$ cat config.mk
export PLATFORM = sky130hd
export DESIGN_NAME = int_pipe
export DESIGN_NICKNAME = d
export VERILOG_FILES = /design/src/rtl/core_types_pkg.sv /design/src/rtl/int_pipe.sv
export VERILOG_INCLUDE_DIRS = /design/src /design/src/rtl
export SDC_FILE = /design/constraint.sdc
export NUM_CORES = 1
export LEC_CHECK = 0
export BUFFER_PORTS_ARGS = -buffer_cell sky130_fd_sc_hd__buf_2
export CAP_MARGIN = 10
export CORE_MARGIN = 4
export CORE_UTILIZATION = 55
export DETAILED_ROUTE_END_ITERATION = 10
export PLACE_DENSITY = 0.84
export SYNTH_ARGS = -nofsm -noshare
export SYNTH_HDL_FRONTEND = slang
export SYNTH_SLANG_ARGS = --single-unit
$ cat constraint.sdc
create_clock -name clk -period 1.15 [get_ports clk]
set_clock_uncertainty 0.2 [all_clocks]
set_input_delay 0.23 -clock clk [delete_from_list [all_inputs] [get_ports clk]]
set_output_delay 0.23 -clock clk [all_outputs]
set_load 0.01 [all_outputs]
$ cat src/rtl/retire_defines.svh
// ~~~~~~~~~~~~~~~~~~~~~~~~~~~~~~~~~~~~~~~~~~~~~~~~~~~~~~~~~~~~~~~~~~~~
// Pipe latencies, reorder queue length and machine sizes
// ~~~~~~~~~~~~~~~~~~~~~~~~~~~~~~~~~~~~~~~~~~~~~~~~~~~~~~~~~~~~~~~~~~~~
`ifndef RETIRE_DEFINES_SVH
`define RETIRE_DEFINES_SVH

// Cycles from dispatch to writeback of each pipe
`define INT_LATENCY 1
`define MEM_LATENCY 2
`define MUL_LATENCY 4

// One reorder slot per cycle of the slowest pipe
`define TRACE_QUEUE_LEN 4

`define NUM_THREADS 4
`define NUM_REGS 16
`define DMEM_WORDS 16

`endif

$ cat src/rtl/core_types_pkg.sv
// ~~~~~~~~~~~~~~~~~~~~~~~~~~~~~~~~~~~~~~~~~~~~~~~~~~~~~~~~~~~~~~~~~~~~
// Machine word and index types, opcodes and pipe selection
// ~~~~~~~~~~~~~~~~~~~~~~~~~~~~~~~~~~~~~~~~~~~~~~~~~~~~~~~~~~~~~~~~~~~~
`default_nettype none
`include "retire_defines.svh"

package core_types_pkg;
	typedef logic [31:0] word_t;
	typedef logic [$clog2(`NUM_THREADS)-1:0] thread_idx_t;
	typedef logic [$clog2(`NUM_REGS)-1:0] reg_idx_t;

	typedef enum logic [2:0] {
		OP_ADD,
		OP_SUB,
		OP_AND,
		OP_XOR,
		OP_BEQZ,
		OP_LOAD,
		OP_STORE,
		OP_MUL
	} opcode_t;

	// Execution pipe that an instruction is dispatched to
	typedef enum logic [1:0] {
		PIPE_INT,
		PIPE_MEM,
		PIPE_MUL
	} pipe_sel_t;
endpackage

`default_nettype wire

$ cat src/rtl/int_pipe.sv
// ~~~~~~~~~~~~~~~~~~~~~~~~~~~~~~~~~~~~~~~~~~~~~~~~~~~~~~~~~~~~~~~~~~~~
// Single-cycle integer ALU and branch resolution
// ~~~~~~~~~~~~~~~~~~~~~~~~~~~~~~~~~~~~~~~~~~~~~~~~~~~~~~~~~~~~~~~~~~~~
`timescale 1ns/1ps
`default_nettype none

module int_pipe(
	input wire clk,
	input wire reset,
	input wire int_start,
	input wire core_types_pkg::opcode_t iss_op,
	input wire core_types_pkg::thread_idx_t iss_thread,
	input wire core_types_pkg::reg_idx_t iss_dest,
	input wire core_types_pkg::word_t iss_pc,
	input wire core_types_pkg::word_t iss_a,
	input wire core_types_pkg::word_t iss_b,
	input wire core_types_pkg::word_t iss_imm,
	output logic int_done,
	output core_types_pkg::thread_idx_t int_thread,
	output core_types_pkg::reg_idx_t int_dest,
	output core_types_pkg::word_t int_pc,
	output core_types_pkg::word_t int_result,
	output logic branch_taken,
	output core_types_pkg::word_t branch_target);

	import core_types_pkg::*;

	word_t alu_result;

	always_comb
	begin
		case (iss_op)
			OP_SUB: alu_result = iss_a - iss_b;
			OP_AND: alu_result = iss_a & iss_b;
			OP_XOR: alu_result = iss_a ^ iss_b;
			default: alu_result = iss_a + iss_b;
		endcase
	end

	always_ff @(posedge clk, posedge reset)
	begin
		if (reset)
		begin
			int_done <= 1'b0;
			branch_taken <= 1'b0;
		end
		else
		begin
			// A branch never writes a register, taken or not
			int_done <= int_start && iss_op != OP_BEQZ;
			branch_taken <= int_start && iss_op == OP_BEQZ && iss_a == '0;
		end
	end

	always_ff @(posedge clk)
	begin
		if (int_start)
		begin
			int_thread <= iss_thread;
			int_dest <= iss_dest;
			int_pc <= iss_pc;
			int_result <= alu_result;
			branch_target <= iss_pc + iss_imm;
		end
	end
endmodule

`default_nettype wire

==> qor.yml, run 1 <==
status: "aborted with a tool error"
haltStage: "5_1_grt"
error: "[ERROR DPL-0038] Utilization greater than 100%, impossible to legalize"
synth.yosys.warnings: 0
dpl_worst_slack_ns: -2.94
async_reset_ff_share_pct: 1.92
synth_ff_type: "edfxtp_1"
cts-buffers-inserted: 9
dpl.hpwl_um: 22900
yosys_register_bits: 104
crit_endpoint: "int_result[31]$_DFFE_PP_/D"
gp_congestion: 0.949
ys_seq_area_share_pct: 37.9
rows: 44
io_pins: 244
synth_edf_count: 102
h-tree-depth: 3
start_util_pct: 56.4
cts_sinks: 104
clock-root-buffer: "clkbuf_16"
netlist_area_mm2: 0.00822
placed_area_mm2: 0.0119
synth_cell_types: 68
clk_path_buf_depth: 2
syn_nets: 1059
port_buffers: 243
syn_avg_cell_area_um2: 10.0
die_w_um: 130
worstEpCategory: "register data pin"
die_y_um: 130
synthCells: 822
grt_max_degree: 43
==> cell families after synthesis <==
family	count (synthesis)	synth area share (%)
XOR/XNOR	90	9.68
buffers and inverters	50	2.30
AND/OR/NAND/NOR	217	13.1
flip-flops	104	37.9
adder cells (fa/ha/maj)	97	14.9
AO/OA/AOI/OAI	228	17.7
multiplexers	36	4.40
==> synth_stat cells (10+ instances only) <==
library cell    n  area, µm²
a21oi_1        77        385
nand2_1        74        278
clkbuf_1       15       56.3
nor2b_1        12       75.1
nand4_1        10       62.6
edfxtp_1      102       3060
xor2_1         34        298
o21ai_0        52        260
inv_1          28        105
a21o_1         23        173
ha_1           95       1190
mux2i_1        35        350
a31oi_1        13       81.3
xnor2_1        55        482
nor3_1         16       80.1
nor2_1         50        188
==> what timing repair did <==
item / in CTS
gates resized for setup: 195
hold endpoints to repair: 40
pin swaps: 100
setup buffers: 40
setup endpoints to repair: 167
hold buffers: 38
==> through the flow <==
stage | cells | setup TNS [ns] | hold slack (ns)
2_1_floorplan | 822 | -87.41 | -0.229
3_5_place_dp | 1497 | -121.80 | -0.111
4_1_cts | 1585 | -116.74 | -0.0376
3_3_place_gp | 1497 | -117.45 | -0.122
==> inputs of run 2 (changes only) <==
--- a/config.mk
+++ b/config.mk
@@ -9,9 +9,9 @@
 export BUFFER_PORTS_ARGS = -buffer_cell sky130_fd_sc_hd__buf_2
 export CAP_MARGIN = 10
 export CORE_MARGIN = 4
-export CORE_UTILIZATION = 55
+export CORE_UTILIZATION = 40
 export DETAILED_ROUTE_END_ITERATION = 10
-export PLACE_DENSITY = 0.84
+export PLACE_DENSITY_LB_ADDON = 0.15
 export SYNTH_ARGS = -nofsm -noshare
 export SYNTH_HDL_FRONTEND = slang
 export SYNTH_SLANG_ARGS = --single-unit
==> run 2 against run 1 <==
Net effect: the flow now finishes, with violations (hold timing, setup timing); area after synthesis is the same; synthesized cell count is the same.
==> qor.yml, run 2 <==
status: "finished, violations left"
violations: "hold timing, setup timing"
grt_pass1_wl_um: 42600
synth.yosys.warnings: 0
die_w_um: 151
cp.arrival_ns: 3.52
synth_cell_types: 68
area_growth_pct: 70.8
fin_ws_ns: -2.45
total_power_mw: 15.2
io_pins: 244
start_util_pct: 40.6
hold_slack_ns: -0.0489
ys_seq_area_share_pct: 37.9
fmax_mhz: 278
cts-buffers-inserted: 9
drv_slew: 0
vias: 8492
post-route-util_pct: 69.4
final_cell_mix: "260 x buf_4, 215 x buf_2, 102 x edfxtp_1, 76 x ha_1, 64 x nand2_1"
yosysMostFrequentCell: "edfxtp_1"
syn_nets: 1059
setup_violations: 168
cpMaxStageDelayCell: "or3b_4"
wirelength_um: 28500
port_buffers: 243
synthCells: 822
grt_usage_pct: 23.8
path_max_fanout: 4
clock-root-buffer: "clkbuf_16"
cpPeakStageDelay_ns: 0.42
overflow: 0
final_common_cell: "buf_4"
relSlewSlack_pct: 69.3
hold_path.class: "input port to flip-flop"
syn_avg_cell_area_um2: 10.0
synth_top_area_cell: "edfxtp_1"
antenna_found_initial: 0
rows: 52
grt_pass1_vias: 8374
tightestPinTransition_ns: 0.460
clk_pin_slew_ns: 0.08
cpMostUsedCell: "buf_6"
post-route-drc-count: 0
yosys_register_bits: 104
drive_gt1_share_pct: 52.9
path_cells: "buf_6 -> or3_4 -> or3b_4 -> nor3b_4 -> buf_6 -> a21oi_2 -> xnor2_1 -> ha_1 -> and4_1 -> nand3_2 -> a311oi_2 -> nor3_2 -> o221ai_2 -> nand2_1 -> a311o_1 -> o221a_2"
vias_per_cell: 5.10
synth_top_area_share_pct: 37.2
synth_ff_type: "edfxtp_1"
wire_per_inst_um: 17.1
yosys-top-cells-area: "edfxtp_1 37%, ha_1 14%, xnor2_1 5.9%, a21oi_1 4.7%, mux2i_1 4.3%"
fin_crit_sh_pct: 313
nets: 1628
grt_max_degree: 78
dpl.hpwl_um: 21500
insertedDiodeCount: 0
cts_sinks: 104
synthTopCellsByCount: "102 x edfxtp_1, 95 x ha_1, 77 x a21oi_1"
finalHoldViolations: 1
async_reset_ff_share_pct: 1.92
maxCapViolCount: 0
firstDrtPassIters: 5
rsz0062_at_grt: "true"
die_y_um: 151
first_iter_violations: 380
worstPathRequired_ns: 1.06
powerDensity_mw_per_mm2: 1080
h-tree-depth: 3
critPathKind: "input port to flip-flop"
core_area_mm2: 0.0202
gp_congestion: 0.920
tritoncts: "built"
antenna_left: 0
reg_top3: "branch_target: 32 flops, int_pc: 32 flops, int_result: 32 flops"
critPathLaunchType: "input port"
crit_path_end_kind: "flip-flop"
period_needed_ns: 3.60
p_leak_nw: 6.39
ir_drop_uv: 746
synth_edf_count: 102
fillers: 1538
netlist_area_mm2: 0.00822
tns_ns: -111.99
clk_path_buf_depth: 2
die_area_mm2: 0.0229
run 2: cell counts after synthesis:
Identical to the previous run, type by type.
run 2: kinds of logic after synthesis:
kind of cell,count (synthesis),share of synthesized area (%)
fa+ha+maj,97,14.9
simple gates,217,13.1
mux,36,4.40
buf+inv,50,2.30
compound gates,228,17.7
xor+xnor,90,9.68
flops,104,37.9
run 2: layout make-up:
| class | count | area, µm² | share of cell area, % |
|---|---|---|---|
| repair buffers | 580 | 4190 | 29.8 |
| clock buffers | 9 | 225 | 1.60 |
| flip-flops and latches | 104 | 3110 | 22.2 |
| well taps | 270 | 338 | 2.40 |
| clock inverters | 6 | 77.6 | 0.552 |
| inverters | 28 | 105 | 0.748 |
| multi-input cells | 668 | 6000 | 42.7 |
run 2: power by group:
group / internal, mW / switching (mW) / total (mW)
combinational: 3.51 / 3.39 / 6.90
clock: 1.72 / 1.54 / 3.26
sequential: 4.85 / 0.140 / 4.98
run 2: final timing paths:
check / cells after the start / endpoint / slack, ns / from
setup / recovery: 16 / int_result[25]$_DFFE_PP_ / -2.45 / iss_b[3]
hold / removal: 2 / branch_target[0]$_DFFE_PP_ / -0.05 / iss_imm[0]
max in group asynchronous: 3 / int_done$_DFF_PP0_ / 0.57 / reset
min in group asynchronous: 3 / branch_taken$_DFF_PP0_ / 0.07 / reset
run 2: metal layers:
| layer | share of wire, % | wire (µm) | vias to the layer above | track usage [%] |
|---|---|---|---|---|
| met5 | 0 | 0 | - | 0 |
| met4 | 2.6 | 744 | 0 | 7.21 |
| met3 | 5.7 | 1640 | 53 | 3.53 |
| met2 | 50 | 14100 | 254 | 41.6 |
| met1 | 42 | 12000 | 3966 | 30.2 |
| li1 | - | - | 4219 | - |
run 2: what timing repair did:
item / CTS / global route
endpoints found under the setup margin: 168 / 169
endpoints found under the hold margin: 40 / 3
buffers inserted: 27 / 19
pin swaps: 101 / 73
hold buffers: 38 / 2
gates resized for setup: 171 / 90
run 2: stage by stage:
stage / std cells / worst slack [ns] / instance area, µm²
final: 1665 / -2.45 / 14000
after global routing: 1665 / -2.60 / 14000
after CTS: 1653 / -2.43 / 13600
after detailed placement: 1576 / -2.93 / 12000
after global placement: 1576 / -2.91 / 12000
after floorplan: 822 / -2.49 / 8580
run 2: worst max-delay path, delay by kind of cell:
family | cells | cell delay (ns)
simple gates | 7 | 1.59
compound gates | 5 | 0.96
fa+ha+maj | 1 | 0.34
buf+inv | 2 | 0.26
xor+xnor | 1 | 0.13
(Power assumes the default switching activity.)
