### src/rtl/retire_defines.svh
// ~~~~~~~~~~~~~~~~~~~~~~~~~~~~~~~~~~~~~~~~~~~~~~~~~~~~~~~~~~~~~~~~~~~~
// Pipe latencies, reorder queue length and machine sizes
// ~~~~~~~~~~~~~~~~~~~~~~~~~~~~~~~~~~~~~~~~~~~~~~~~~~~~~~~~~~~~~~~~~~~~
`ifndef RETIRE_DEFINES_SVH
`define RETIRE_DEFINES_SVH

// Cycles from dispatch to writeback of each pipe
`define INT_LATENCY 1
`define MEM_LATENCY 2
`define MUL_LATENCY 4

// One reorder slot per cycle of the slowest pipe
`define TRACE_QUEUE_LEN 4

`define NUM_THREADS 4
`define NUM_REGS 16
`define DMEM_WORDS 16

`endif

### src/rtl/core_types_pkg.sv
// ~~~~~~~~~~~~~~~~~~~~~~~~~~~~~~~~~~~~~~~~~~~~~~~~~~~~~~~~~~~~~~~~~~~~
// Machine word and index types, opcodes and pipe selection
// ~~~~~~~~~~~~~~~~~~~~~~~~~~~~~~~~~~~~~~~~~~~~~~~~~~~~~~~~~~~~~~~~~~~~
`default_nettype none
`include "retire_defines.svh"

package core_types_pkg;
	typedef logic [31:0] word_t;
	typedef logic [$clog2(`NUM_THREADS)-1:0] thread_idx_t;
	typedef logic [$clog2(`NUM_REGS)-1:0] reg_idx_t;

	typedef enum logic [2:0] {
		OP_ADD,
		OP_SUB,
		OP_AND,
		OP_XOR,
		OP_BEQZ,
		OP_LOAD,
		OP_STORE,
		OP_MUL
	} opcode_t;

	// Execution pipe that an instruction is dispatched to
	typedef enum logic [1:0] {
		PIPE_INT,
		PIPE_MEM,
		PIPE_MUL
	} pipe_sel_t;
endpackage

`default_nettype wire

### src/rtl/trace_pkg.sv
// ~~~~~~~~~~~~~~~~~~~~~~~~~~~~~~~~~~~~~~~~~~~~~~~~~~~~~~~~~~~~~~~~~~~~
// Kinds of retirement event carried by the trace port
// ~~~~~~~~~~~~~~~~~~~~~~~~~~~~~~~~~~~~~~~~~~~~~~~~~~~~~~~~~~~~~~~~~~~~
`default_nettype none

package trace_pkg;
	// EV_NONE also marks an empty reorder slot
	typedef enum logic [1:0] {
		EV_NONE,
		EV_REG_WRITE,
		EV_STORE,
		EV_BRANCH
	} trace_kind_t;
endpackage

`default_nettype wire

### src/rtl/trace_reorder.sv
// ~~~~~~~~~~~~~~~~~~~~~~~~~~~~~~~~~~~~~~~~~~~~~~~~~~~~~~~~~~~~~~~~~~~~
// Reorder queue that puts retirement events back into issue order
// ~~~~~~~~~~~~~~~~~~~~~~~~~~~~~~~~~~~~~~~~~~~~~~~~~~~~~~~~~~~~~~~~~~~~
`timescale 1ns/1ps
`default_nettype none
`include "retire_defines.svh"

module trace_reorder(
	input wire clk,
	input wire reset,

	// Register writes
	input wire wb_en,
	input wire core_types_pkg::pipe_sel_t wb_pipe,
	input wire core_types_pkg::thread_idx_t wb_thread,
	input wire core_types_pkg::reg_idx_t wb_reg,
	input wire core_types_pkg::word_t wb_value,
	input wire core_types_pkg::word_t wb_pc,

	// Taken branches and stores
	input wire branch_taken,
	input wire core_types_pkg::thread_idx_t int_thread,
	input wire core_types_pkg::word_t int_pc,
	input wire core_types_pkg::word_t branch_target,
	input wire store_done,
	input wire core_types_pkg::thread_idx_t mem_thread,
	input wire core_types_pkg::word_t mem_pc,
	input wire core_types_pkg::word_t store_addr,
	input wire core_types_pkg::word_t store_data,

	output logic trace_valid,
	output trace_pkg::trace_kind_t trace_kind,
	output core_types_pkg::thread_idx_t trace_thread,
	output core_types_pkg::word_t trace_pc,
	output core_types_pkg::reg_idx_t trace_reg,
	output core_types_pkg::word_t trace_addr,
	output core_types_pkg::word_t trace_data);

	import core_types_pkg::*;
	import trace_pkg::*;

	typedef struct packed {
		trace_kind_t kind;
		thread_idx_t thread;
		word_t pc;
		reg_idx_t regnum;
		word_t addr;
		word_t data;
	} trace_event_t;

	// A pipe of latency L reports L cycles late, so it enters that many slots further back
	localparam int STORE_SLOT = `TRACE_QUEUE_LEN - `MEM_LATENCY;
	localparam int BRANCH_SLOT = `TRACE_QUEUE_LEN - `INT_LATENCY;

	trace_event_t queue[`TRACE_QUEUE_LEN];
	trace_event_t wb_event;
	trace_event_t store_event;
	trace_event_t branch_event;
	int wb_slot;

	always_comb
	begin
		case (wb_pipe)
			PIPE_MEM: wb_slot = `TRACE_QUEUE_LEN - `MEM_LATENCY;
			PIPE_MUL: wb_slot = `TRACE_QUEUE_LEN - `MUL_LATENCY;
			default: wb_slot = `TRACE_QUEUE_LEN - `INT_LATENCY;
		endcase

		wb_event = '{kind: EV_REG_WRITE, thread: wb_thread, pc: wb_pc,
			regnum: wb_reg, addr: '0, data: wb_value};
		store_event = '{kind: EV_STORE, thread: mem_thread, pc: mem_pc,
			regnum: '0, addr: store_addr, data: store_data};
		branch_event = '{kind: EV_BRANCH, thread: int_thread, pc: int_pc,
			regnum: '0, addr: '0, data: branch_target};
	end

	always_ff @(posedge clk, posedge reset)
	begin
		if (reset)
		begin
			for (int i = 0; i < `TRACE_QUEUE_LEN; i++)
				queue[i] <= '0;
		end
		else
		begin
			for (int i = 0; i < `TRACE_QUEUE_LEN - 1; i++)
				queue[i] <= queue[i + 1];
			queue[`TRACE_QUEUE_LEN - 1] <= '0;

			if (wb_en)
				queue[wb_slot] <= wb_event;
			if (store_done)
				queue[STORE_SLOT] <= store_event;
			if (branch_taken)
				queue[BRANCH_SLOT] <= branch_event;
		end
	end

	// Slot 0 drives the trace port directly
	assign trace_valid = queue[0].kind != EV_NONE;
	assign trace_kind = queue[0].kind;
	assign trace_thread = queue[0].thread;
	assign trace_pc = queue[0].pc;
	assign trace_reg = queue[0].regnum;
	assign trace_addr = queue[0].addr;
	assign trace_data = queue[0].data;

	// Instructions issued in different cycles never meet in one slot
	assert property (@(posedge clk) disable iff (reset)
		wb_en && wb_slot < `TRACE_QUEUE_LEN - 1 |-> queue[wb_slot + 1].kind == EV_NONE);
	assert property (@(posedge clk) disable iff (reset)
		store_done |-> queue[STORE_SLOT + 1].kind == EV_NONE);
	assert property (@(posedge clk) disable iff (reset)
		!(branch_taken && wb_en && wb_slot == BRANCH_SLOT));
endmodule

`default_nettype wire

### config.mk
export PLATFORM = sky130hd
export DESIGN_NAME = trace_reorder
export DESIGN_NICKNAME = d
export VERILOG_FILES = /design/src/rtl/core_types_pkg.sv /design/src/rtl/trace_pkg.sv /design/src/rtl/trace_reorder.sv
export VERILOG_INCLUDE_DIRS = /design/src /design/src/rtl
export SDC_FILE = /design/constraint.sdc
export NUM_CORES = 1
export LEC_CHECK = 0
export ABC_AREA = 1
export BUFFER_PORTS_ARGS = -buffer_cell sky130_fd_sc_hd__buf_2
export CAP_MARGIN = 30
export CORE_MARGIN = 8
export CORE_UTILIZATION = 56
export CTS_BUF_LIST = sky130_fd_sc_hd__clkbuf_4
export DETAILED_ROUTE_END_ITERATION = 8
export GPL_TIMING_DRIVEN = 0
export PLACE_DENSITY_LB_ADDON = 0.25
export SKIP_CTS_REPAIR_TIMING = 1
export SYNTH_ARGS = -nofsm -noshare
export SYNTH_HDL_FRONTEND = slang
export SYNTH_SLANG_ARGS = --single-unit
### constraint.sdc
create_clock -name clk -period 12.2 [get_ports clk]
set_input_delay 0.61 -clock clk [delete_from_list [all_inputs] [get_ports clk]]
set_output_delay 0.61 -clock clk [all_outputs]
set_load 0.01 [all_outputs]
# ---- After elaboration in Yosys (flattened, before gate mapping)
# Index checks and enable logic that the tools add are counted.
dict set report classes {
  magnitude_cmp 2
  eq_ne 2
  mux 7
  bitwise_logic 1
  n_reduce_logical 2
}
# cell n
set ops {}
lappend ops {{416-bit bitwise mux} 1}
lappend ops {{416-bit two-way mux} 1}
lappend ops {{104-bit two-way mux} 3}
lappend ops {{104-bit demux with 2-bit select} 1}
lappend ops {{32-bit by 3-bit >= comparator with 1-bit output, second input constant} 1}
lappend ops {{32-bit by 1-bit < comparator with 1-bit output, second input constant} 1}
lappend ops {{32-bit NOT} 1}
lappend ops {{2-bit one-hot mux with 2 select lines} 1}
lappend ops {{2-bit by 1-bit == test with 1-bit output, second input constant} 1}
lappend ops {{2-bit == test, second input constant} 1}
lappend ops {{2-bit nonzero test} 1}
lappend ops {{1-bit logical AND} 1}
dict set report word_totals {
  reg_bits 416
  inputBits 241
  output_inout_bits 105
  wordCells 38
}

# ---- Logic depth before layout (Yosys ltp)
# Gate-level depths: netlist of run 1.
dict set report depth {
  word_depth 10
  ltp_mapped 8
  depth_no_buf 6
}

# ---- Least setup slack after synthesis of run 1
# No wires, ideal clock.
dict set report synth_path {
  path_kind {input to register}
  from {input wb_pipe[0]}
  to {register queue[100] in the netlist's numbering}
  setup_ns 0.135
  arrival_ns 1.459
  required_ns 12.065
  path_slack_ns 10.606
  cell_stages 5
  path_cell_list {inv_1 ha_1 nand2_1 clkbuf_1 o21ai_0}
}
dict set report synth_via {
  elab_chain_len 10
}
# item line
set synth_rtl {}
lappend synth_rtl {{start, declared} trace_reorder.sv:14} ;# input wire core_types_pkg::pipe_sel_t wb_pipe,
lappend synth_rtl {{2-bit == test / 2-bit by 1-bit == test with 1-bit output (equally long branches)} trace_reorder.sv:63} ;# case (wb_pipe)
lappend synth_rtl {{2-bit one-hot mux with 2 select lines *} trace_reorder.sv:63}
lappend synth_rtl {{32-bit NOT (not written as such) *} trace_reorder.sv:91} ;# queue[wb_slot] <= wb_event;
lappend synth_rtl {{32-bit by 3-bit >= comparator with 1-bit output (not written as such) / 32-bit by 1-bit < comparator with 1-bit output (equally long branches)} trace_reorder.sv:91}
lappend synth_rtl {{1-bit logical AND (not written as such)} trace_reorder.sv:91}
lappend synth_rtl {{104-bit two-way mux (not written as such)} trace_reorder.sv:91}
lappend synth_rtl {{104-bit demux with 2-bit select *} trace_reorder.sv:91}
lappend synth_rtl {{416-bit bitwise mux *} trace_reorder.sv:91}
lappend synth_rtl {{416-bit two-way mux *} trace_reorder.sv:90} ;# if (wb_en)
lappend synth_rtl {{104-bit two-way mux *} trace_reorder.sv:94} ;# if (branch_taken)
lappend synth_rtl {{end signal, assigned by index} trace_reorder.sv:91}
lappend synth_rtl {{end signal, assigned by index} trace_reorder.sv:93} ;# queue[STORE_SLOT] <= store_event;
lappend synth_rtl {{end signal, assigned by index} trace_reorder.sv:95} ;# queue[BRANCH_SLOT] <= branch_event;
lappend synth_rtl {{end, declared} trace_reorder.sv:55} ;# trace_event_t queue[`TRACE_QUEUE_LEN];
# Every way passes the cells marked *; elsewhere a longest branch is shown, timed or not.

# ---- Worst setup path in the final report of run 1
dict set report layout_path {
  from {register queue, in the netlist trace_kind[1]}
  to {output trace_valid}
}
dict set report layout_via {
  elab_chain_len 1
}
# item line
set layout_rtl {}
lappend layout_rtl {{start signal, assigned by index} trace_reorder.sv:87} ;# queue[i] <= queue[i + 1];
lappend layout_rtl {{start signal, assigned by index} trace_reorder.sv:91}
lappend layout_rtl {{start signal, assigned by index} trace_reorder.sv:93}
lappend layout_rtl {{2-bit nonzero test} trace_reorder.sv:100} ;# assign trace_valid = queue[0].kind != EV_NONE;
lappend layout_rtl {{end, declared} trace_reorder.sv:31} ;# output logic trace_valid,
# No other way between the ends.

==> results of run 1 <==
[tightest hold or removal path, cell delays in order]
cell     delay, ps
buf_2           70
nand2_1         40
inv_1           40
[report_power, final]
part,leakage (nW),internal (mW),switching (mW)
Combinational,5.63,0.158,0.222
Clock,0.676,0.527,0.496
Sequential,4.82,1.38,0.0314
Total,11.1,2.06,0.749
[metrics by stage]
stage | hold WS [ps] | instances
2_1_floorplan | 410.0 | 1769
3_3_place_gp | 414.9 | 2491
3_5_place_dp | 418.4 | 2494
4_1_cts | -267.5 | 2650
5_1_grt | 16.51 | 2657
6_report | 73.17 | 2657
[cell usage after synthesis (all sizes together)]
| library cell | instances |
|---|---|
| nand2 | 544 |
| dfrtp | 384 |
| inv | 241 |
| o21ai | 210 |
| buf | 165 |
| nand3 | 133 |
| clkbuf | 39 |
| nor2 | 38 |
| a21oi | 5 |
| ha | 4 |
| nor3 | 4 |
| or2 | 2 |
[logic make-up after synthesis]
kind of cell | after synthesis | share of synthesized area
adders and majority gates | 4 | 0.003176
and+or+nand+nor | 721 | 0.1829
buffers and inverters | 445 | 0.1359
AOI/OAI and AO/OA | 215 | 0.06827
DFF | 384 | 0.6097
[routing by layer]
metal,GRT usage,up-vias,share of wire
li1,-,6221,-
met1,0.3326,6219,0.40
met2,0.4341,579,0.48
met3,0.07312,109,0.085
met4,0.1284,10,0.036
met5,0,-,0.0015
[layout make-up]
cell class	instances	area (um2)	share of cell area
repair buffers	349	1824	0.09494
flip-flops and latches	384	9609	0.5001
multi-input cells	940	4009	0.2086
plain buffers	204	1237	0.06440
diodes	5	12.51	0.0006512
clock buffers	135	1013	0.05274
clock inverters	21	123.9	0.006447
well taps	378	473.0	0.02461
inverters	241	912.1	0.04747
[worst paths after layout]
path	start	to	slack [ps]	depth (start not counted)
setup / recovery	trace_kind[1]$_DFF_PP0_	trace_valid	10090	2
hold / removal	store_addr[30]	queue[166]$_DFF_PP0_	70	3
setup reg to reg	queue[102]$_DFF_PP0_	queue[206]$_DFF_PP0_	11430	2
hold reg to reg	queue[140]$_DFF_PP0_	queue[244]$_DFF_PP0_	410	2
max in group asynchronous	reset	queue[83]$_DFF_PP0_	10510	5
min in group asynchronous	reset	queue[166]$_DFF_PP0_	340	3
==> flow_summary.ini, run 1 <==
[final_layout]
mostFrequentLayoutCells = nand2_1 (544), buf_2 (400), dfrtp_1 (384)
post-route-util = 0.6916
stdcell_area_mm2 = 0.01921
largest_reg_flops = 280
synthToLayoutAreaGrowth_pct = 21.92
num-fill-cells = 2347
final_common_cell = nand2_1
finalNetCount = 2460
regMostFlops = queue
drive_gt1_frac = 0.2885

[yosys]
syn_area_mm2 = 0.01576
seq_area_frac_synth = 0.6097
synth_area_leaders = dfrtp_1 (61%), nand2_1 (13%), inv_1 (5.7%)
syn_nets = 2014
yosysWarnings = 0
synth-seq-cells = 384
ys_types = 17
synth_top_area_cell = dfrtp_1
synth_top_area_frac = 0.6097
postSynthCellCount = 1769
synth.avg_cell_area_um2 = 8.909

[detailed_routing]
ant_nets = 0
vias = 13140
wirelength_um = 45080
drt_iter0_markers = 907
via_per_inst = 4.945
wl_per_cell_um = 16.97
drtPass1Iterations = 5
drc = 0

[setup_path]
worstSetupPathType = register to primary output
cp-end-kind = primary output
path_delay_family = flip-flops
cp_max_fo = 2
crit_arrival_ps = 1500
cpPeakStageDelay_ps = 370
path_cells = or2_2 -> buf_2
critPathRequiredTime_ps = 11590
slowest_stage = dfrtp_1
critical_path_buf_inv_count = 1
startpoint_type = register

[placement]
dp_hpwl_um = 32570
gp_congestion = 0.8943
dpl_cell_area_mm2 = 0.01804
place_ws_ps = 9965
port-buffer-count = 344

[power_and_ir_drop]
leakagePower_nw = 11.12
p_per_area_mw_per_mm2 = 146.4
ir_worst_vdd_v = 0.00007372
total_power_mw = 2.813

[global_route]
grt_pass1_wl_um = 70070
grt_max_degree = 135
antenna_found_initial = 10
gr-total-overflow = 0
grt_usage = 0.2685
grt_pass1_vias = 13590

[sta]
fmax_ghz = 0.4749
maxSlewViolCount = 0
tightest_slew_ps = 736.1
slew_headroom = 0.5093
hold_viol = 0
rsz0062_at_grt = no
period_share = 0.1726
finalSetupViolations = 0
worst_slack_ps = 10090
skew_ps = 29.79
period_needed_ps = 2106
final.setup.tns_ps = 0

[clocking]
clock_sinks = 384
cts_max_path_buffers = 3
clk_latency_ps = 730
numCtsBuffers = 95
cts_tree = yes
cts-root-buf = clkbuf_4
cts.reportedPaths.clkPinSlew_ps = 70
htree_levels = 3

[floorplanning]
io_pins = 346
num_rows = 61
start_util = 0.5673
core_mm2 = 0.02778
die-area_mm2 = 0.03377
die_y_um = 183.8
dieWidth_um = 183.8

[min_path]
hp-class = input pin to register

[status]
status = finished, final reports clean

[run]
drv_cap = 0
Note: power is estimated with default switching activity, not from simulation.
==> run 2: changes to the inputs <==
Clock period 12.2 ns to 2 ns, I/O delays scaled along.
==> run 2 against run 1 <==
Net effect:
- the run now ends with negative hold slack, negative setup slack left
- critical path depth increased by 6
- final cell count increased by 15%
- worst hold slack got worse by 120 ps
- sequential share of layout area decreased by 8.2 points
- sequential cell count unchanged
- die area unchanged
- clock-buffer cell count unchanged
- largest power group unchanged
- combinational power increased to 8.6 times the previous value
- highest routed layer unchanged
- clock power increased to 6.3 times the previous value
- non-clock buffer count increased by 371
==> flow_summary.ini, run 2 (synthesis results as in run 1) <==
[setup_path]
r2r_cells = 5
startpoint_type = input pin
reg2reg_from = queue[72]$_DFF_PP0_
cp-end-kind = register
r2r_end = queue[176]$_DFF_PP0_
worstSetupPathType = input pin to register
regToRegSetupSlack_ps = 510
critPathRequiredTime_ps = 2650
cp_max_fo = 10
crit_arrival_ps = 2820

[final_layout]
drive_gt1_frac = 0.2508
mostFrequentLayoutCells = nand2_1 (544), buf_2 (400), dfrtp_1 (384)
final_common_cell = nand2_1
multi_input_area_mm2 = 0.004009
synthToLayoutAreaGrowth_pct = 45.96
num-fill-cells = 1507
layout.cells.non_filler = 3046
finalNetCount = 2830
ff_latch_area_mm2 = 0.009609
regMostFlops = queue
largest_reg_flops = 280

[clocking]
htree_levels = 3
cts_tree = yes
clk_latency_ps = 730
cts_max_path_buffers = 3
numCtsBuffers = 94
clock_sinks = 384
cts.reportedPaths.clkPinSlew_ps = 100
cts-root-buf = clkbuf_4

[sta]
worst_slack_ps = -164.0
period_needed_ps = 2164
final.setup.tns_ps = -164.0
timing.hold.ws_ps = -45.04
maxSlewViolCount = 0
skew_ps = 54.69
tightest_slew_ps = 814.6
fmax_ghz = 0.4621
slew_headroom = 0.4569
period_share = 1.082
hold_viol = 21
finalSetupViolations = 1

[detailed_routing]
wirelength_um = 62470
wl_per_cell_um = 20.51
via_per_inst = 5.397
vias = 16440
drc = 0
drt_iter0_markers = 1809
drtPass1Iterations = 8
ant_nets = 0

[global_route]
grt_pass1_vias = 13970
antenna_found_initial = 17
grt_usage = 0.2715
gr-total-overflow = 0
grt_max_degree = 45
grt_pass1_wl_um = 71110

[floorplanning]
io_pins = 346
core_mm2 = 0.02778
die_y_um = 183.8
dieWidth_um = 183.8
num_rows = 61
start_util = 0.5673
die-area_mm2 = 0.03377

[power_and_ir_drop]
p_clk_frac = 0.351
switching_share = 0.2875
switchingPower_mw = 5.270
p_per_area_mw_per_mm2 = 797.0
combPwrFrac = 0.178
leakagePower_nw = 12.81
ir_worst_vdd_v = 0.0004526
internal_power_mw = 13.06
pwr-share-seq = 0.471

[placement]
dp_hpwl_um = 33060
placedCellCount = 2501
port-buffer-count = 344
gp_congestion = 0.9016

[status]
violations = negative hold slack, negative setup slack
status = finished, violations left

[min_path]
hp-class = input pin to asynchronous set/reset pin

[run]
drv_cap = 0
[run 2: changes by cell type in the layout (fill, tap and decap cells not counted), moves of 2 or more]
cell | before | now
dlygate4sd3_1 | 2 | 366
diode_2 | 5 | 20
buf_12 | 0 | 9
buf_16 | 3 | 1
clkinv_1 | 15 | 17
[run 2: critical path, stage by stage]
cell and delay [ps]:
dlygate4sd3_1 570, buf_2 140, buf_2 220, inv_2 140
clkbuf_1 430, nand2_1 160, o21ai_0 320, dlygate4sd3_1 720
[run 2: worst max path at each step]
| stage | start | end |
|---|---|---|
| finish | branch_taken | queue[23]$_DFF_PP0_ |
| global route | branch_taken | queue[23]$_DFF_PP0_ |
| CTS | trace_kind[1]$_DFF_PP0_ | trace_valid |
| detailed placement | wb_pipe[0] | queue[16]$_DFF_PP0_ |
| global placement | reset | queue[183]$_DFF_PP0_ |
| floorplan | reset | queue[0]$_DFF_PP0_ |
[run 2: metrics by stage]
stage / instance area, um2 / utilization / power (mW) / setup WS (ps)
final: 23000 / 0.8280 / 18.33 / -164.0
after global routing: 22990 / 0.8275 / 19.03 / -258.9
after CTS: 19290 / 0.6943 / 17.23 / 386.3
after detailed placement: 18170 / 0.6539 / 11.08 / 239.3
after global placement: 17960 / 0.6464 / 10.96 / -5155
after floorplan: 15760 / - / 10.10 / -3262
[run 2: layout make-up]
class	count	area share
multi-input combinational	940	0.1743
timing repair buffer	720	0.2431
sequential	384	0.4177
clock buffer	135	0.04406
clock inverter	24	0.004787
tap	378	0.02056
inverter	241	0.03949
buffer	204	0.05379
antenna	20	0.002176
[run 2: power groups by stage]
stage	clock network, mW	registers (mW)	logic [mW]
6_report	6.43	8.64	3.26
5_1_grt	6.83	8.68	3.52
4_1_cts	6.28	8.60	2.36
3_5_place_dp	0	8.74	2.34
3_3_place_gp	0	8.74	2.22
2_1_floorplan	0	8.70	1.41
[run 2: routing by layer]
metal | track usage | part of all wire | wire length [um]
met1 | 0.3309 | 0.34 | 21200
met2 | 0.4482 | 0.47 | 29350
met3 | 0.07016 | 0.11 | 7099
met4 | 0.1291 | 0.077 | 4791
met5 | 0 | 0.00038 | 24
