## src/rtl/retire_defines.svh

```systemverilog
// ~~~~~~~~~~~~~~~~~~~~~~~~~~~~~~~~~~~~~~~~~~~~~~~~~~~~~~~~~~~~~~~~~~~~
// Pipe latencies, reorder queue length and machine sizes
// ~~~~~~~~~~~~~~~~~~~~~~~~~~~~~~~~~~~~~~~~~~~~~~~~~~~~~~~~~~~~~~~~~~~~
`ifndef RETIRE_DEFINES_SVH
`define RETIRE_DEFINES_SVH

// Cycles from dispatch to writeback of each pipe
`define INT_LATENCY 1
`define MEM_LATENCY 2
`define MUL_LATENCY 4

// One reorder slot per cycle of the slowest pipe
`define TRACE_QUEUE_LEN 4

`define NUM_THREADS 4
`define NUM_REGS 16
`define DMEM_WORDS 16

`endif

```

## src/rtl/core_types_pkg.sv

```systemverilog
// ~~~~~~~~~~~~~~~~~~~~~~~~~~~~~~~~~~~~~~~~~~~~~~~~~~~~~~~~~~~~~~~~~~~~
// Machine word and index types, opcodes and pipe selection
// ~~~~~~~~~~~~~~~~~~~~~~~~~~~~~~~~~~~~~~~~~~~~~~~~~~~~~~~~~~~~~~~~~~~~
`default_nettype none
`include "retire_defines.svh"

package core_types_pkg;
	typedef logic [31:0] word_t;
	typedef logic [$clog2(`NUM_THREADS)-1:0] thread_idx_t;
	typedef logic [$clog2(`NUM_REGS)-1:0] reg_idx_t;

	typedef enum logic [2:0] {
		OP_ADD,
		OP_SUB,
		OP_AND,
		OP_XOR,
		OP_BEQZ,
		OP_LOAD,
		OP_STORE,
		OP_MUL
	} opcode_t;

	// Execution pipe that an instruction is dispatched to
	typedef enum logic [1:0] {
		PIPE_INT,
		PIPE_MEM,
		PIPE_MUL
	} pipe_sel_t;
endpackage

`default_nettype wire

```

## src/rtl/mem_pipe.sv

```systemverilog
// ~~~~~~~~~~~~~~~~~~~~~~~~~~~~~~~~~~~~~~~~~~~~~~~~~~~~~~~~~~~~~~~~~~~~
// Two-stage load/store pipe with the 16-word scratch memory
// ~~~~~~~~~~~~~~~~~~~~~~~~~~~~~~~~~~~~~~~~~~~~~~~~~~~~~~~~~~~~~~~~~~~~
`timescale 1ns/1ps
`default_nettype none
`include "retire_defines.svh"

module mem_pipe(
	input wire clk,
	input wire reset,
	input wire mem_start,
	input wire core_types_pkg::opcode_t iss_op,
	input wire core_types_pkg::thread_idx_t iss_thread,
	input wire core_types_pkg::reg_idx_t iss_dest,
	input wire core_types_pkg::word_t iss_pc,
	input wire core_types_pkg::word_t iss_a,
	input wire core_types_pkg::word_t iss_b,
	input wire core_types_pkg::word_t iss_imm,
	output logic mem_done,
	output core_types_pkg::thread_idx_t mem_thread,
	output core_types_pkg::reg_idx_t mem_dest,
	output core_types_pkg::word_t mem_pc,
	output core_types_pkg::word_t mem_result,
	output logic store_done,
	output core_types_pkg::word_t store_addr,
	output core_types_pkg::word_t store_data);

	import core_types_pkg::*;

	localparam int ADDR_BITS = $clog2(`DMEM_WORDS);

	word_t mem[`DMEM_WORDS];
	word_t addr;
	logic in_range;
	logic s1_load;
	logic s1_store;
	logic [ADDR_BITS-1:0] s1_addr;
	word_t s1_data;
	thread_idx_t s1_thread;
	reg_idx_t s1_dest;
	word_t s1_pc;

	// Stage 1 forms the word address and drops anything past the memory
	assign addr = iss_a + iss_imm;
	assign in_range = addr < `DMEM_WORDS;

	always_ff @(posedge clk, posedge reset)
	begin
		if (reset)
		begin
			s1_load <= 1'b0;
			s1_store <= 1'b0;
			mem_done <= 1'b0;
			store_done <= 1'b0;
			for (int i = 0; i < `DMEM_WORDS; i++)
				mem[i] <= '0;
		end
		else
		begin
			s1_load <= mem_start && iss_op == OP_LOAD && in_range;
			s1_store <= mem_start && iss_op == OP_STORE && in_range;
			mem_done <= s1_load;
			store_done <= s1_store;
			if (s1_store)
				mem[s1_addr] <= s1_data;
		end
	end

	always_ff @(posedge clk)
	begin
		s1_addr <= addr[ADDR_BITS-1:0];
		s1_data <= iss_b;
		s1_thread <= iss_thread;
		s1_dest <= iss_dest;
		s1_pc <= iss_pc;

		// Stage 2
		mem_result <= mem[s1_addr];
		mem_thread <= s1_thread;
		mem_dest <= s1_dest;
		mem_pc <= s1_pc;
		store_addr <= word_t'(s1_addr);
		store_data <= s1_data;
	end
endmodule

`default_nettype wire

```

## config.mk

```make
export PLATFORM = sky130hd
export DESIGN_NAME = mem_pipe
export DESIGN_NICKNAME = d
export VERILOG_FILES = /design/src/rtl/core_types_pkg.sv /design/src/rtl/mem_pipe.sv
export VERILOG_INCLUDE_DIRS = /design/src /design/src/rtl
export SDC_FILE = /design/constraint.sdc
export NUM_CORES = 1
export LEC_CHECK = 0
export ABC_CLOCK_PERIOD_IN_PS = 26100
export BUFFER_PORTS_ARGS = -buffer_cell sky130_fd_sc_hd__buf_2
export CAP_MARGIN = 20
export CELL_PAD_IN_SITES_DETAIL_PLACEMENT = 1
export CELL_PAD_IN_SITES_GLOBAL_PLACEMENT = 1
export CORE_UTILIZATION = 45
export CTS_CLUSTER_SIZE = 25
export DETAILED_ROUTE_END_ITERATION = 6
export PLACE_DENSITY_LB_ADDON = 0.1
export SLEW_MARGIN = 20
export SYNTH_ARGS = -nofsm -noshare
export SYNTH_HDL_FRONTEND = slang
export SYNTH_SLANG_ARGS = --single-unit
```

## constraint.sdc

```tcl
create_clock -name clk -period 26.1 [get_ports clk]
set_input_delay 5.22 -clock clk [delete_from_list [all_inputs] [get_ports clk]]
set_output_delay 5.22 -clock clk [all_outputs]
set_load 0.05 [all_outputs]
```

* Yosys cells after proc, flatten, opt, wreduce, memory -nomap -nowiden *
Cells that the tools add are included.

storage, ports and cells
  bits in registers = 696
  input port bits = 140
  logic and storage cells = 49

operators by class
  add/sub/neg operators = 1
  magnitude comparators = 3
  equal/unequal tests = 2
  mux-type cells = 6
  bitwise operators = 1
  reduce and logical (&&, ||, !) cells = 5

operator list
  cell                                                                    count
  512-bit bitwise mux                                                     1
  32-bit binary-select mux with 4-bit select                              1
  32-bit demux with 4-bit select                                          1
  32-bit 2-to-1 mux                                                       3
  32-bit adder                                                            1
  32-bit by 5-bit < comparator with 1-bit output (second input constant)  1
  3-bit == test (second input constant)                                   2
  5-bit >= comparator (second input constant)                             1
  1-bit logical AND                                                       5
  5-bit by 1-bit < comparator with 1-bit output (second input constant)   1
  4-bit NOT with 5-bit output                                             1

* Depth between registers and ports, before layout *
Gate-level depths: netlist of the first run.

  depth after elaboration = 6
  depth in mapped cells = 12
  mapped depth without buffers = 12

* Least setup slack after synthesis of the first run *
Ideal clock, no wire load.

  kind = input to register
  start = in iss_a[11]
  end = reg s1_store
  library setup time = 0.068 ns
  arrival = 7.898 ns
  required time = 26.032 ns
  setup slack = 18.134 ns
  stages on the path = 11
  cell sequence = ha_1 -> buf_6 -> a21oi_2 -> nor3_1 -> a311o_1 -> or4_1 -> or4_4 -> nor4b_2 -> o2111ai_1 -> nor4_1 -> and4bb_1

between the ends
  word-level cells in the longest chain between the ends = 3

RTL lines
  item                                                             RTL line        RTL
  from (decl)                                                      mem_pipe.sv:16  input wire core_types_pkg::word_t iss_a,
  32-bit adder                                                     mem_pipe.sv:44  assign addr = iss_a + iss_imm;
  32-bit by 5-bit < comparator with 1-bit output (no source line)  --
  1-bit logical AND                                                mem_pipe.sv:61  s1_store <= mem_start && iss_op == OP_STORE && in_range;
  to (signal assigned)                                             mem_pipe.sv:61
  to (decl)                                                        mem_pipe.sv:36  logic s1_store;

Every way passes these cells.
A chain may end at the register's enable or synchronous reset.

* Worst setup path after layout of the first run *
  start = in iss_a[23]
  end = reg s1_store

Same word-level chain as after synthesis.

==> results of run 1 <==
[power by group]
group | total [mW] | leakage, nW | switching [mW] | internal (mW)
Combinational | 0.183 | 6.07 | 0.121 | 0.0615
Clock | 1.06 | 1.24 | 0.434 | 0.628
Sequential | 1.12 | 8.72 | 0.0326 | 1.09
[layout by cell type, fill, tap and decap left out, types with 24 or more instances in the layout]
master / n
a21oi_1: 41
conb_1: 28
ha_1: 31
mux2_2: 514
clkbuf_1: 30
nor2_1: 25
dfxtp_1: 176
buf_4: 24
dfrtp_1: 516
clkbuf_16: 83
nand2_1: 28
mux4_2: 160
o21ai_0: 26
buf_2: 247
[sequential cells by signal, summed over array words and instances (netlist names), 2 cells and up]
register,cells
mem,512
s1_dest,4
s1_thread,2
s1_data,32
s1_addr,4
mem_result,32
store_addr,4
mem_dest,4
mem_thread,2
mem_pc,32
store_data,32
s1_pc,32
[area by class of cell]
class | count | area (um^2) | share of cell area, %
clock inverter | 16 | 114 | 0.341
tap | 846 | 1060 | 3.17
sequential | 696 | 16500 | 49.5
multi-input combinational | 1023 | 11800 | 35.3
timing repair buffer | 275 | 1480 | 4.42
inverter | 12 | 52.6 | 0.157
clock buffer | 128 | 2400 | 7.17
[worst max-delay path by stage]
stage / slack [ns] / end / cells after the start / from
final: 18.13 / s1_store / 11 / iss_a[23]
after global routing: 17.99 / s1_store / 11 / iss_a[23]
after CTS: 18.19 / s1_store / 11 / iss_a[23]
after detailed placement: 17.56 / s1_store / 11 / iss_a[23]
after global placement: 17.67 / s1_store / 11 / iss_a[23]
after floorplan: 6.47 / mem[0] / 1 / reset
[through the flow]
step	cell area, um^2	utilization (%)	setup slack [ns]	hold WS (ns)
final	33400	52.8	18.13	0.306
after global routing	33400	52.8	17.99	0.307
after CTS	33400	52.7	18.19	0.303
after detailed placement	30900	48.7	17.56	0.313
after global placement	30900	48.7	17.67	0.310
after floorplan	29000	-	6.47	0.310
[cell families after synthesis]
group | count (synthesis)
and+or+nand+nor | 132
muxes | 676
adders and majority gates | 32
other | 1
AOI/OAI and AO/OA | 144
xor gates and xnor gates | 11
buffers and inverters | 182
DFF | 696
[per-layer routing]
layer,routed length [um],vias up,GRT usage [%],share of wire (%)
li1,-,7331,-,-
met1,31500,8989,30.4,43
met2,36500,358,38.4,50
met3,2670,135,3.51,3.7
met4,1810,2,7.37,2.5
met5,13,-,0,0.018
==> qor.yml, run 1 <==
outcome: "finished, final reports clean"
area_growth_syn_to_layout_pct: 15.5
drc: 0
synthArstFlopShare_pct: 74.1
wirelength_mm: 72.5
path_max_fanout: 10
holdPathStages: 0
powerDensity_nw_per_um2: 70.8
grt_antenna_before_repair: 1
synth-edff-count: 0
final_cells: 2996
numCtsBuffers: 77
clockBufferDepth: 3
r2r_slack_ns: 22.56
grt_pass1_wl_mm: 115
clkLatencyLatePin_ns: 0.61
post_cts_resized: 0
synth_cell_type_count: 73
path_cells: "buf_2 -> ha_1 -> a21o_1 -> a31oi_1 -> o211ai_1 -> or4_1 -> or4_4 -> nor4b_2 -> o2111ai_1 -> nor4_1 -> and4bb_1"
post_drt_via_cell_ratio: 5.61
fin_total_pwr_mw: 2.37
syn_area_um2: 28900
period_share_pct: 30.5
fin_tns_setup_ns: 0
num_vias: 16800
r2r_start: "s1_addr[3]"
power_leakage_nw: 16.0
synth_top_family_by_area: "multiplexers"
fin_crit_ns: 7.97
cts_root_buf: "clkbuf_16"
routabilityCongestion: 0.817
netlist.area_leader.share_pct: 44.7
syn_inst: 1874
cts_tree: "yes"
rsz0062_at_grt: "no"
drive_gt1_share_pct: 51.2
grt.overflow.total: 0
worstSetupPathType: "input port to flop"
slowest_delay_ns: 0.50
start_util_pct: 45.7
yosys_warnings: 0
slew_violations: 0
hold_viol: 0
die_y_um: 255
grt_pass1_vias: 19100
fmax_mhz: 125
drv_cap: 0
die_area_um2: 65300
muxShareOfSynthArea_pct: 32.5
min_from: "s1_pc[19]"
drt_iter0_markers: 841
die_x_um: 255
whs_endpoint: "mem_pc[19]"
antennaDiodeCount: 0
placed_cells: 2851
yosys_most_used_dff: "dfrtp_1"
crit_family: "simple AND/OR/NAND/NOR gates"
startpoint_type: "input port"
synth_simple_gate_area_share_pct: 2.48
first_pass_iters: 5
grt_max_degree: 141
fill_cells: 6060
crit_path_end_kind: "flop"
cts_num_sinks: 696
vdd_ir_drop_max_mv: 0.0449
hold_buffers: 0
ys_top_cells_by_count: "dfrtp_1 (516), mux2_2 (514), dfxtp_1 (180)"
core-area_um2: 63300
dpl.hpwl_mm: 43.3
track_usage_pct: 22.9
rows: 92
cts.clk_slew.worst_paths_ns: 0.06
clock_skew_ns: 0.0219
synth-compound-area-share_pct: 3.30
crit_buf_inv: 1
h-tree-depth: 3
r2r_end: "mem[83]"
final_antenna_net_count: 0
critPathSlowestCell: "or4_4"
slew_headroom_pct: 32.6
worstRegToRegCells: 5
nNetsFinal: 2257
yosys.area_share.xor_xnor_pct: 0.333
io_pins: 276
post_drt_wl_per_cell_um: 24.2
synth_top_area_cell: "dfrtp_1"
hold_class: "flop to flop"
synth_area_leaders: "dfrtp_1 (45%), mux2_2 (20%), dfxtp_1 (12%)"
worst_slew_pin_slew_ns: 1.01
ys_ff_latch: 696
finalSetupViolations: 0
yosysMostFrequentCell: "dfrtp_1"
required_ns: 26.63
yosysSeqAreaShare_pct: 57.1
postCtsSetupBuffers: 0
io_buffers: 247
synthAdderAreaFrac_pct: 1.41
syn_area_per_cell_um2: 15.4
crit_arrival_ns: 8.50
Power figures use the tool's default switching activity.
==> run 2, diff against run 1 <==
- ABC_AREA: default -> 1
- ABC_CLOCK_PERIOD_IN_PS: 26100 -> 7500
- clock period: 26.1 -> 7.5 ns (I/O delays scaled with it)
==> run 2 against run 1 <==
Setup slack got worse by 14 ns. Flip-flop and latch count unchanged. Total power increased to 3.5 times the previous value. Final cell count increased by 44%.
==> qor.yml, run 2 <==
outcome: "finished, final reports clean"  # unchanged
r2r_slack_ns: 4.19  # was 22.56 ns
io_pins: 276  # unchanged
clkLatencyLatePin_ns: 0.63  # was 0.61 ns
track_usage_pct: 28.1  # was 22.9%
clock_skew_ns: 0.0426  # was 0.0219 ns
fmax_mhz: 302
die_x_um: 255  # about the same
p_clk_share_pct: 44.7  # was 44.9%
yosysSeqAreaShare_pct: 57.4  # was 57.1%
cts_num_sinks: 696  # unchanged
final_cells: 4304  # was 2996
worst_slew_pin_slew_ns: 1.12  # was 1.01 ns
yosysMostFrequentCell: "nand2_1"  # was dfrtp_1
drive_gt1_share_pct: 13.2  # was 51.2%
powerDensity_nw_per_um2: 254  # was 70.8 nW/um^2
fill_cells: 7452  # was 6060
ys_top_cells_by_count: "nand2_1 (752), dfrtp_1 (516), o21ai_0 (344)"  # was dfrtp_1 (516), mux2_2 (514), dfxtp_1 (180)
synth_top_area_cell: "dfrtp_1"  # unchanged
cp-startpoint: "s1_addr[3]"  # was iss_a[23]
required_ns: 8.03  # was 26.63 ns
cts.clk_slew.worst_paths_ns: 0.06  # about the same
io_buffers: 247  # unchanged
period_share_pct: 44.1
post_drt_wl_per_cell_um: 20.9  # was 24.2 um
r2r_start: "s1_addr[3]"  # unchanged
p_int_mw: 6.13  # was 1.78 mW
synth-edff-count: 0  # unchanged
syn_area_um2: 28800  # was 28900 um^2
slew_violations: 0  # unchanged
syn_area_per_cell_um2: 8.84  # was 15.4 um^2
crit_arrival_ns: 3.84  # was 8.50 ns
area_growth_syn_to_layout_pct: 14.8  # was 15.5%
synth_cell_type_count: 36  # was 73
rows: 92  # unchanged
hold_buffers: 0  # unchanged
p_sw_mw: 2.26  # was 0.588 mW
largest_reg_flops: 512  # unchanged
first_pass_iters: 5  # unchanged
grt_max_degree: 175  # was 141
cp-endpoint: "mem[188]"  # was s1_store
final_common_cell: "nand2_1"  # was dfrtp_1
num_vias: 23700  # was 16800
post_cts_resized: 0  # unchanged
core-area_um2: 63100  # was 63300 um^2
path_max_fanout: 35  # was 10
grt_antenna_before_repair: 0  # was 1
fin_crit_ns: 3.31
grt.overflow.total: 0  # unchanged
synth_area_leaders: "dfrtp_1 (45%), dfxtp_1 (13%), nand2_1 (9.8%)"  # was dfrtp_1 (45%), mux2_2 (20%), dfxtp_1 (12%)
slew_headroom_pct: 25.1  # was 32.6%
p_comb_share_pct: 9.7  # was 7.7%
die_area_um2: 64900  # was 65300 um^2
grt_pass1_wl_mm: 142  # was 115 mm
netlist.area_leader.share_pct: 44.9  # was 44.7%
dpl.hpwl_mm: 51.4  # was 43.3 mm
synthArstFlopShare_pct: 74.1  # unchanged
crit_path_end_kind: "flop"  # unchanged
largest-register: "mem"  # unchanged
nNetsFinal: 3565  # was 2257
clockBufferDepth: 3  # unchanged
pwr-share-seq_pct: 45.6  # was 47.4%
die_y_um: 255  # about the same
vdd_ir_drop_max_mv: 0.175  # was 0.0449 mV
ys_ff_latch: 696  # unchanged
final_cell_mix: "nand2_1 (743), dfrtp_1 (516), o21ai_0 (344), inv_1 (284), buf_2 (247)"  # was dfrtp_1 (516), mux2_2 (514), buf_2 (247), dfxtp_1 (176), mux4_2 (160)
worstRegToRegCells: 8  # was 5
grt_pass1_vias: 25700  # was 19100
r2r_end: "mem[188]"  # was mem[83]
yosys_warnings: 0  # unchanged
routabilityCongestion: 0.842  # was 0.817
power_leakage_nw: 15.3  # was 16.0 nW
cts_tree: "yes"  # unchanged
drc: 0  # unchanged
placed_cells: 4160  # was 2851
rsz0062_at_grt: "no"  # unchanged
syn_inst: 3253  # was 1874
final_antenna_net_count: 0  # unchanged
start_util_pct: 45.6  # was 45.7%
numCtsBuffers: 76  # was 77
wirelength_mm: 89.8  # was 72.5 mm
post_drt_via_cell_ratio: 5.51  # was 5.61
drv_cap: 0  # unchanged
h-tree-depth: 3  # unchanged
cts_root_buf: "clkbuf_16"  # unchanged
min_from: "s1_thread[1]"  # was s1_pc[19]
postCtsSetupBuffers: 0  # unchanged
fin_tns_setup_ns: 0  # unchanged
hold_class: "flop to flop"  # unchanged
yosys_most_used_dff: "dfrtp_1"  # unchanged
finalSetupViolations: 0  # unchanged
startpoint_type: "flop"  # was input port
power.share.switching_pct: 26.9  # was 24.8%
hold_viol: 0  # unchanged
drt_iter0_markers: 1390  # was 841
worstSetupPathType: "flop to flop"  # was input port to flop
## run 2: cell types whose count changed in the layout (fill, tap and decap cells not counted), sizes merged, moves of 11 or more
cell	change
nand4	+30
a21oi	+105
inv	+281
a22oi	+127
o21ai	+358
mux2	-514
mux4	-160
a21o	-11
nor2	+168
nand3	+155
o211ai	+119
nand2	+738
## run 2: worst min-delay path by stage
stage	slack [ns]	depth (start not counted)	endpoint
finish	0.33	0	mem_thread[1]
global placement	0.31	0	mem_pc[5]
floorplan	0.31	0	mem_dest[0]
detailed placement	0.31	0	mem_pc[29]
CTS	0.33	0	mem_pc[5]
global route	0.33	0	mem_pc[11]
## run 2: final cells by class
| class | count | area [um^2] | area share [%] |
|---|---|---|---|
| Timing Repair Buffer | 275 | 1480 | 4.49 |
| Tap cell | 846 | 1060 | 3.20 |
| Multi-Input combinational cell | 2053 | 10300 | 31.3 |
| Antenna cell | 1 | 2.50 | 0.00758 |
| Clock inverter | 23 | 272 | 0.822 |
| Clock buffer | 119 | 2260 | 6.83 |
| Inverter | 291 | 1100 | 3.32 |
| Sequential cell | 696 | 16500 | 50.0 |
## run 2: worst max-delay path: stages, from the launching register on
cell and delay, ns:
dfxtp_1 0.48, inv_1 0.13, nor2_4 0.09, buf_4 0.63, inv_1 0.25, nor2_4 0.82, buf_4 0.57, nand2_1 0.12
o21ai_0 0.12
## run 2: power groups by stage
stage               clock, mW  sequential [mW]  combinational, mW
floorplan                   0             3.97              0.438
global placement            0             3.90              0.794
detailed placement          0             3.90              0.807
CTS                      3.83             3.83              0.809
global route             3.96             3.83              0.869
finish                   3.75             3.83              0.813
## run 2: per-layer routing
layer  vias up  part of all wire [%]  track usage [%]
li1      11000                     -                -
met1     12000                    43             36.4
met3       160                   4.6             3.77
met5         -                     0                0
met2       582                    49             47.9
met4         0                   2.9             10.4
## run 2: stage by stage
step                power [mW]  cell area [um^2]  util [%]  setup WS, ns  hold slack [ns]
detailed placement        4.71             30500      48.3          3.76            0.313
CTS                       8.47             33000      52.3          4.22            0.327
global placement          4.69             30500      48.3          3.88            0.310
global route              8.66             33000      52.4          4.04            0.333
floorplan                 4.40             28900         -         -1.01            0.310
finish                    8.39             33000      52.4          4.19            0.325
## run 2: cells by family (layout without fill, tap and decap cells)
group           after synthesis  after routing  synth area share [%]
compound gates              794            794                  16.1
xor+xnor                     10             10                 0.304
fa+ha+maj                    32             32                  1.42
buf+inv                     531            708                  7.46
flops                       696            696                  57.4
other cells                   1             29                0.0130
simple gates               1189           1189                  17.3
==> run 3, diff against run 2 <==
- ABC_CLOCK_PERIOD_IN_PS: 7500 -> 3400
- clock period: 7.5 -> 3.4 ns (I/O delays scaled with it)
==> run 3 against run 2 <==
Flip-flop and latch count unchanged. Die area unchanged. Critical path depth shrank 3. Largest power group unchanged. Highest routed layer unchanged.
==> qor.yml, run 3 (synthesis gave the netlist of run 2 again) <==
num_vias: 23900  # was 23700
drc: 0  # unchanged
fin_total_pwr_mw: 18.6  # was 8.39 mW
fin_area_um2: 33500  # was 33000 um^2
crit_path_end_kind: "flop"  # unchanged
dpl.hpwl_mm: 55.0  # was 51.4 mm
fin_crit_ns: 2.53  # was 3.31 ns
post_drt_via_cell_ratio: 5.52  # was 5.51
clkLatencyLatePin_ns: 0.63  # about the same
die_y_um: 255  # unchanged
worst_slew_pin_slew_ns: 0.861  # was 1.12 ns
outcome: "finished, final reports clean"  # unchanged
cts_tree: "yes"  # unchanged
io_pins: 276  # unchanged
core-area_um2: 63100  # unchanged
start_util_pct: 45.6  # unchanged
slowest_delay_ns: 0.71  # was 0.82 ns
clockBufferDepth: 3  # unchanged
drv_cap: 0  # unchanged
path_max_fanout: 36  # was 35
grt_antenna_before_repair: 3  # was 0
io_buffers: 247  # unchanged
largest-register: "mem"  # unchanged
worstSetupPathDepth: 5  # was 8
fill_cells: 7401  # was 7452
drt_iter0_markers: 1691  # was 1390
fmax_mhz: 394  # was 302 MHz
numCtsBuffers: 76  # unchanged
rows: 92  # unchanged
seqCellArea_um2: 16500  # unchanged
post_drt_wl_per_cell_um: 20.9  # about the same
final_cell_mix: "nand2_1 (743), dfrtp_1 (516), o21ai_0 (344), inv_1 (284), buf_2 (247)"  # unchanged
postCtsSetupBuffers: 0  # unchanged
place_area_um2: 30900  # was 30500 um^2
wirelength_mm: 90.7  # was 89.8 mm
rsz0062_at_grt: "no"  # unchanged
cts_root_buf: "clkbuf_16"  # unchanged
slew_violations: 0  # unchanged
hold_buffers: 0  # unchanged
critPathSlowestCell: "dfxtp_4"  # was nor2_4
grt_pass1_vias: 25600  # was 25700
grt_max_degree: 101  # was 175
path_cells: "nand3_1 -> nor2_4 -> buf_4 -> nand2_1 -> o21ai_0"  # was inv_1 -> nor2_4 -> buf_4 -> inv_1 -> nor2_4 -> buf_4 -> nand2_1 -> o21ai_0
crit_buf_inv: 1  # was 4
track_usage_pct: 28.6  # was 28.1%
startpoint_type: "flop"  # unchanged
powerDensity_nw_per_um2: 555  # was 254 nW/um^2
multiInputGateArea_um2: 10300  # about the same
grt_pass1_wl_mm: 144  # was 142 mm
antennaDiodeCount: 0  # was 1
finalSetupViolations: 0  # unchanged
required_ns: 3.92  # was 8.03 ns
post_cts_resized: 0  # unchanged
vdd_ir_drop_max_mv: 0.385  # was 0.175 mV
grt.overflow.total: 0  # unchanged
die_x_um: 255  # unchanged
first_pass_iters: 5  # unchanged
cts_num_sinks: 696  # unchanged
cts.clk_slew.worst_paths_ns: 0.06  # about the same
hold_viol: 0  # unchanged
power_leakage_nw: 15.5  # was 15.3 nW
final_common_cell: "nand2_1"  # unchanged
slew_headroom_pct: 42.6  # was 25.1%
area_growth_syn_to_layout_pct: 16.4  # was 14.8%
worstSetupPathType: "flop to flop"  # unchanged
drive_gt1_share_pct: 14.4  # was 13.2%
routabilityCongestion: 0.855  # was 0.842
nNetsFinal: 3602  # was 3565
worstRegToRegCells: 5  # was 8
clock_skew_ns: 0.0268  # was 0.0426 ns
largest_reg_flops: 512  # unchanged
h-tree-depth: 3  # unchanged
crit_arrival_ns: 3.05  # was 3.84 ns
period_share_pct: 74.6  # was 44.1%
die_area_um2: 64900  # unchanged
hold_class: "input port to asynchronous set/reset pin"  # was flop to flop
final_antenna_net_count: 0  # unchanged
crit_family: "simple AND/OR/NAND/NOR gates"  # was buffers and inverters
[run 3: cell count changes in the layout (fill, tap and decap cells not counted), moves of 5 or more]
cell / change
buf_12: +18
buf_4: +19
clkbuf_1: -11
clkbuf_8: +5
clkinv_2: +5
nand2_2: +8
nand2_4: -7
[run 3: metal layers]
| layer | up-vias | GRT usage (%) | share of wire, % |
|---|---|---|---|
| met2 | 571 | 49.1 | 50 |
| li1 | 11000 | - | - |
| met3 | 141 | 3.64 | 4.3 |
| met1 | 12200 | 37.6 | 44 |
| met4 | 0 | 8.66 | 2.2 |
| met5 | - | 0 | 0 |
[run 3: power breakdown]
part	total, mW	leakage, nW	switching [mW]	internal, mW
Sequential	8.48	8.72	0.122	8.36
Combinational	1.82	5.48	1.45	0.374
Clock	8.30	1.27	3.42	4.88
Total	18.6	15.5	4.99	13.6
[run 3: metrics by stage]
step	hold WS [ns]	util [%]	std cells	setup TNS, ns	worst slack [ns]
final	0.140	53.1	4337	0	0.865
after global routing	0.130	53.1	4337	0	0.766
after global placement	0.310	49.1	4198	0	0.597
after detailed placement	0.313	49.1	4198	0	0.531
after CTS	0.116	53.1	4337	0	0.853
after floorplan	0.310	-	3280	-2212.75	-4.29
[run 3: worst paths after layout]
kind / start / endpoint / slack [ns]
hold / removal: reset / mem[438] / 0.14
max in group asynchronous: reset / mem[264] / 2.18
hold reg to reg: s1_pc[7] / mem_pc[7] / 0.32
min in group clk: iss_pc[9] / s1_pc[9] / 0.15
setup / recovery: s1_addr[1] / mem[432] / 0.87
setup reg to reg: s1_addr[1] / mem[432] / 0.87
[run 3: layout make-up]
cell class | count | area share (%)
multi-input combinational | 2053 | 30.7
timing repair buffer | 312 | 5.93
clock buffer | 112 | 6.75
clock inverter | 27 | 0.863
inverter | 291 | 3.27
tap | 846 | 3.16
sequential | 696 | 49.3
[run 3: worst register-to-register path, delay by kind of cell (launching register included)]
kind | cells | cell delay [ns]
AOI/OAI and AO/OA | 1 | 0.10
buffers and inverters | 1 | 0.35
DFF | 1 | 0.71
and+or+nand+nor | 3 | 1.27
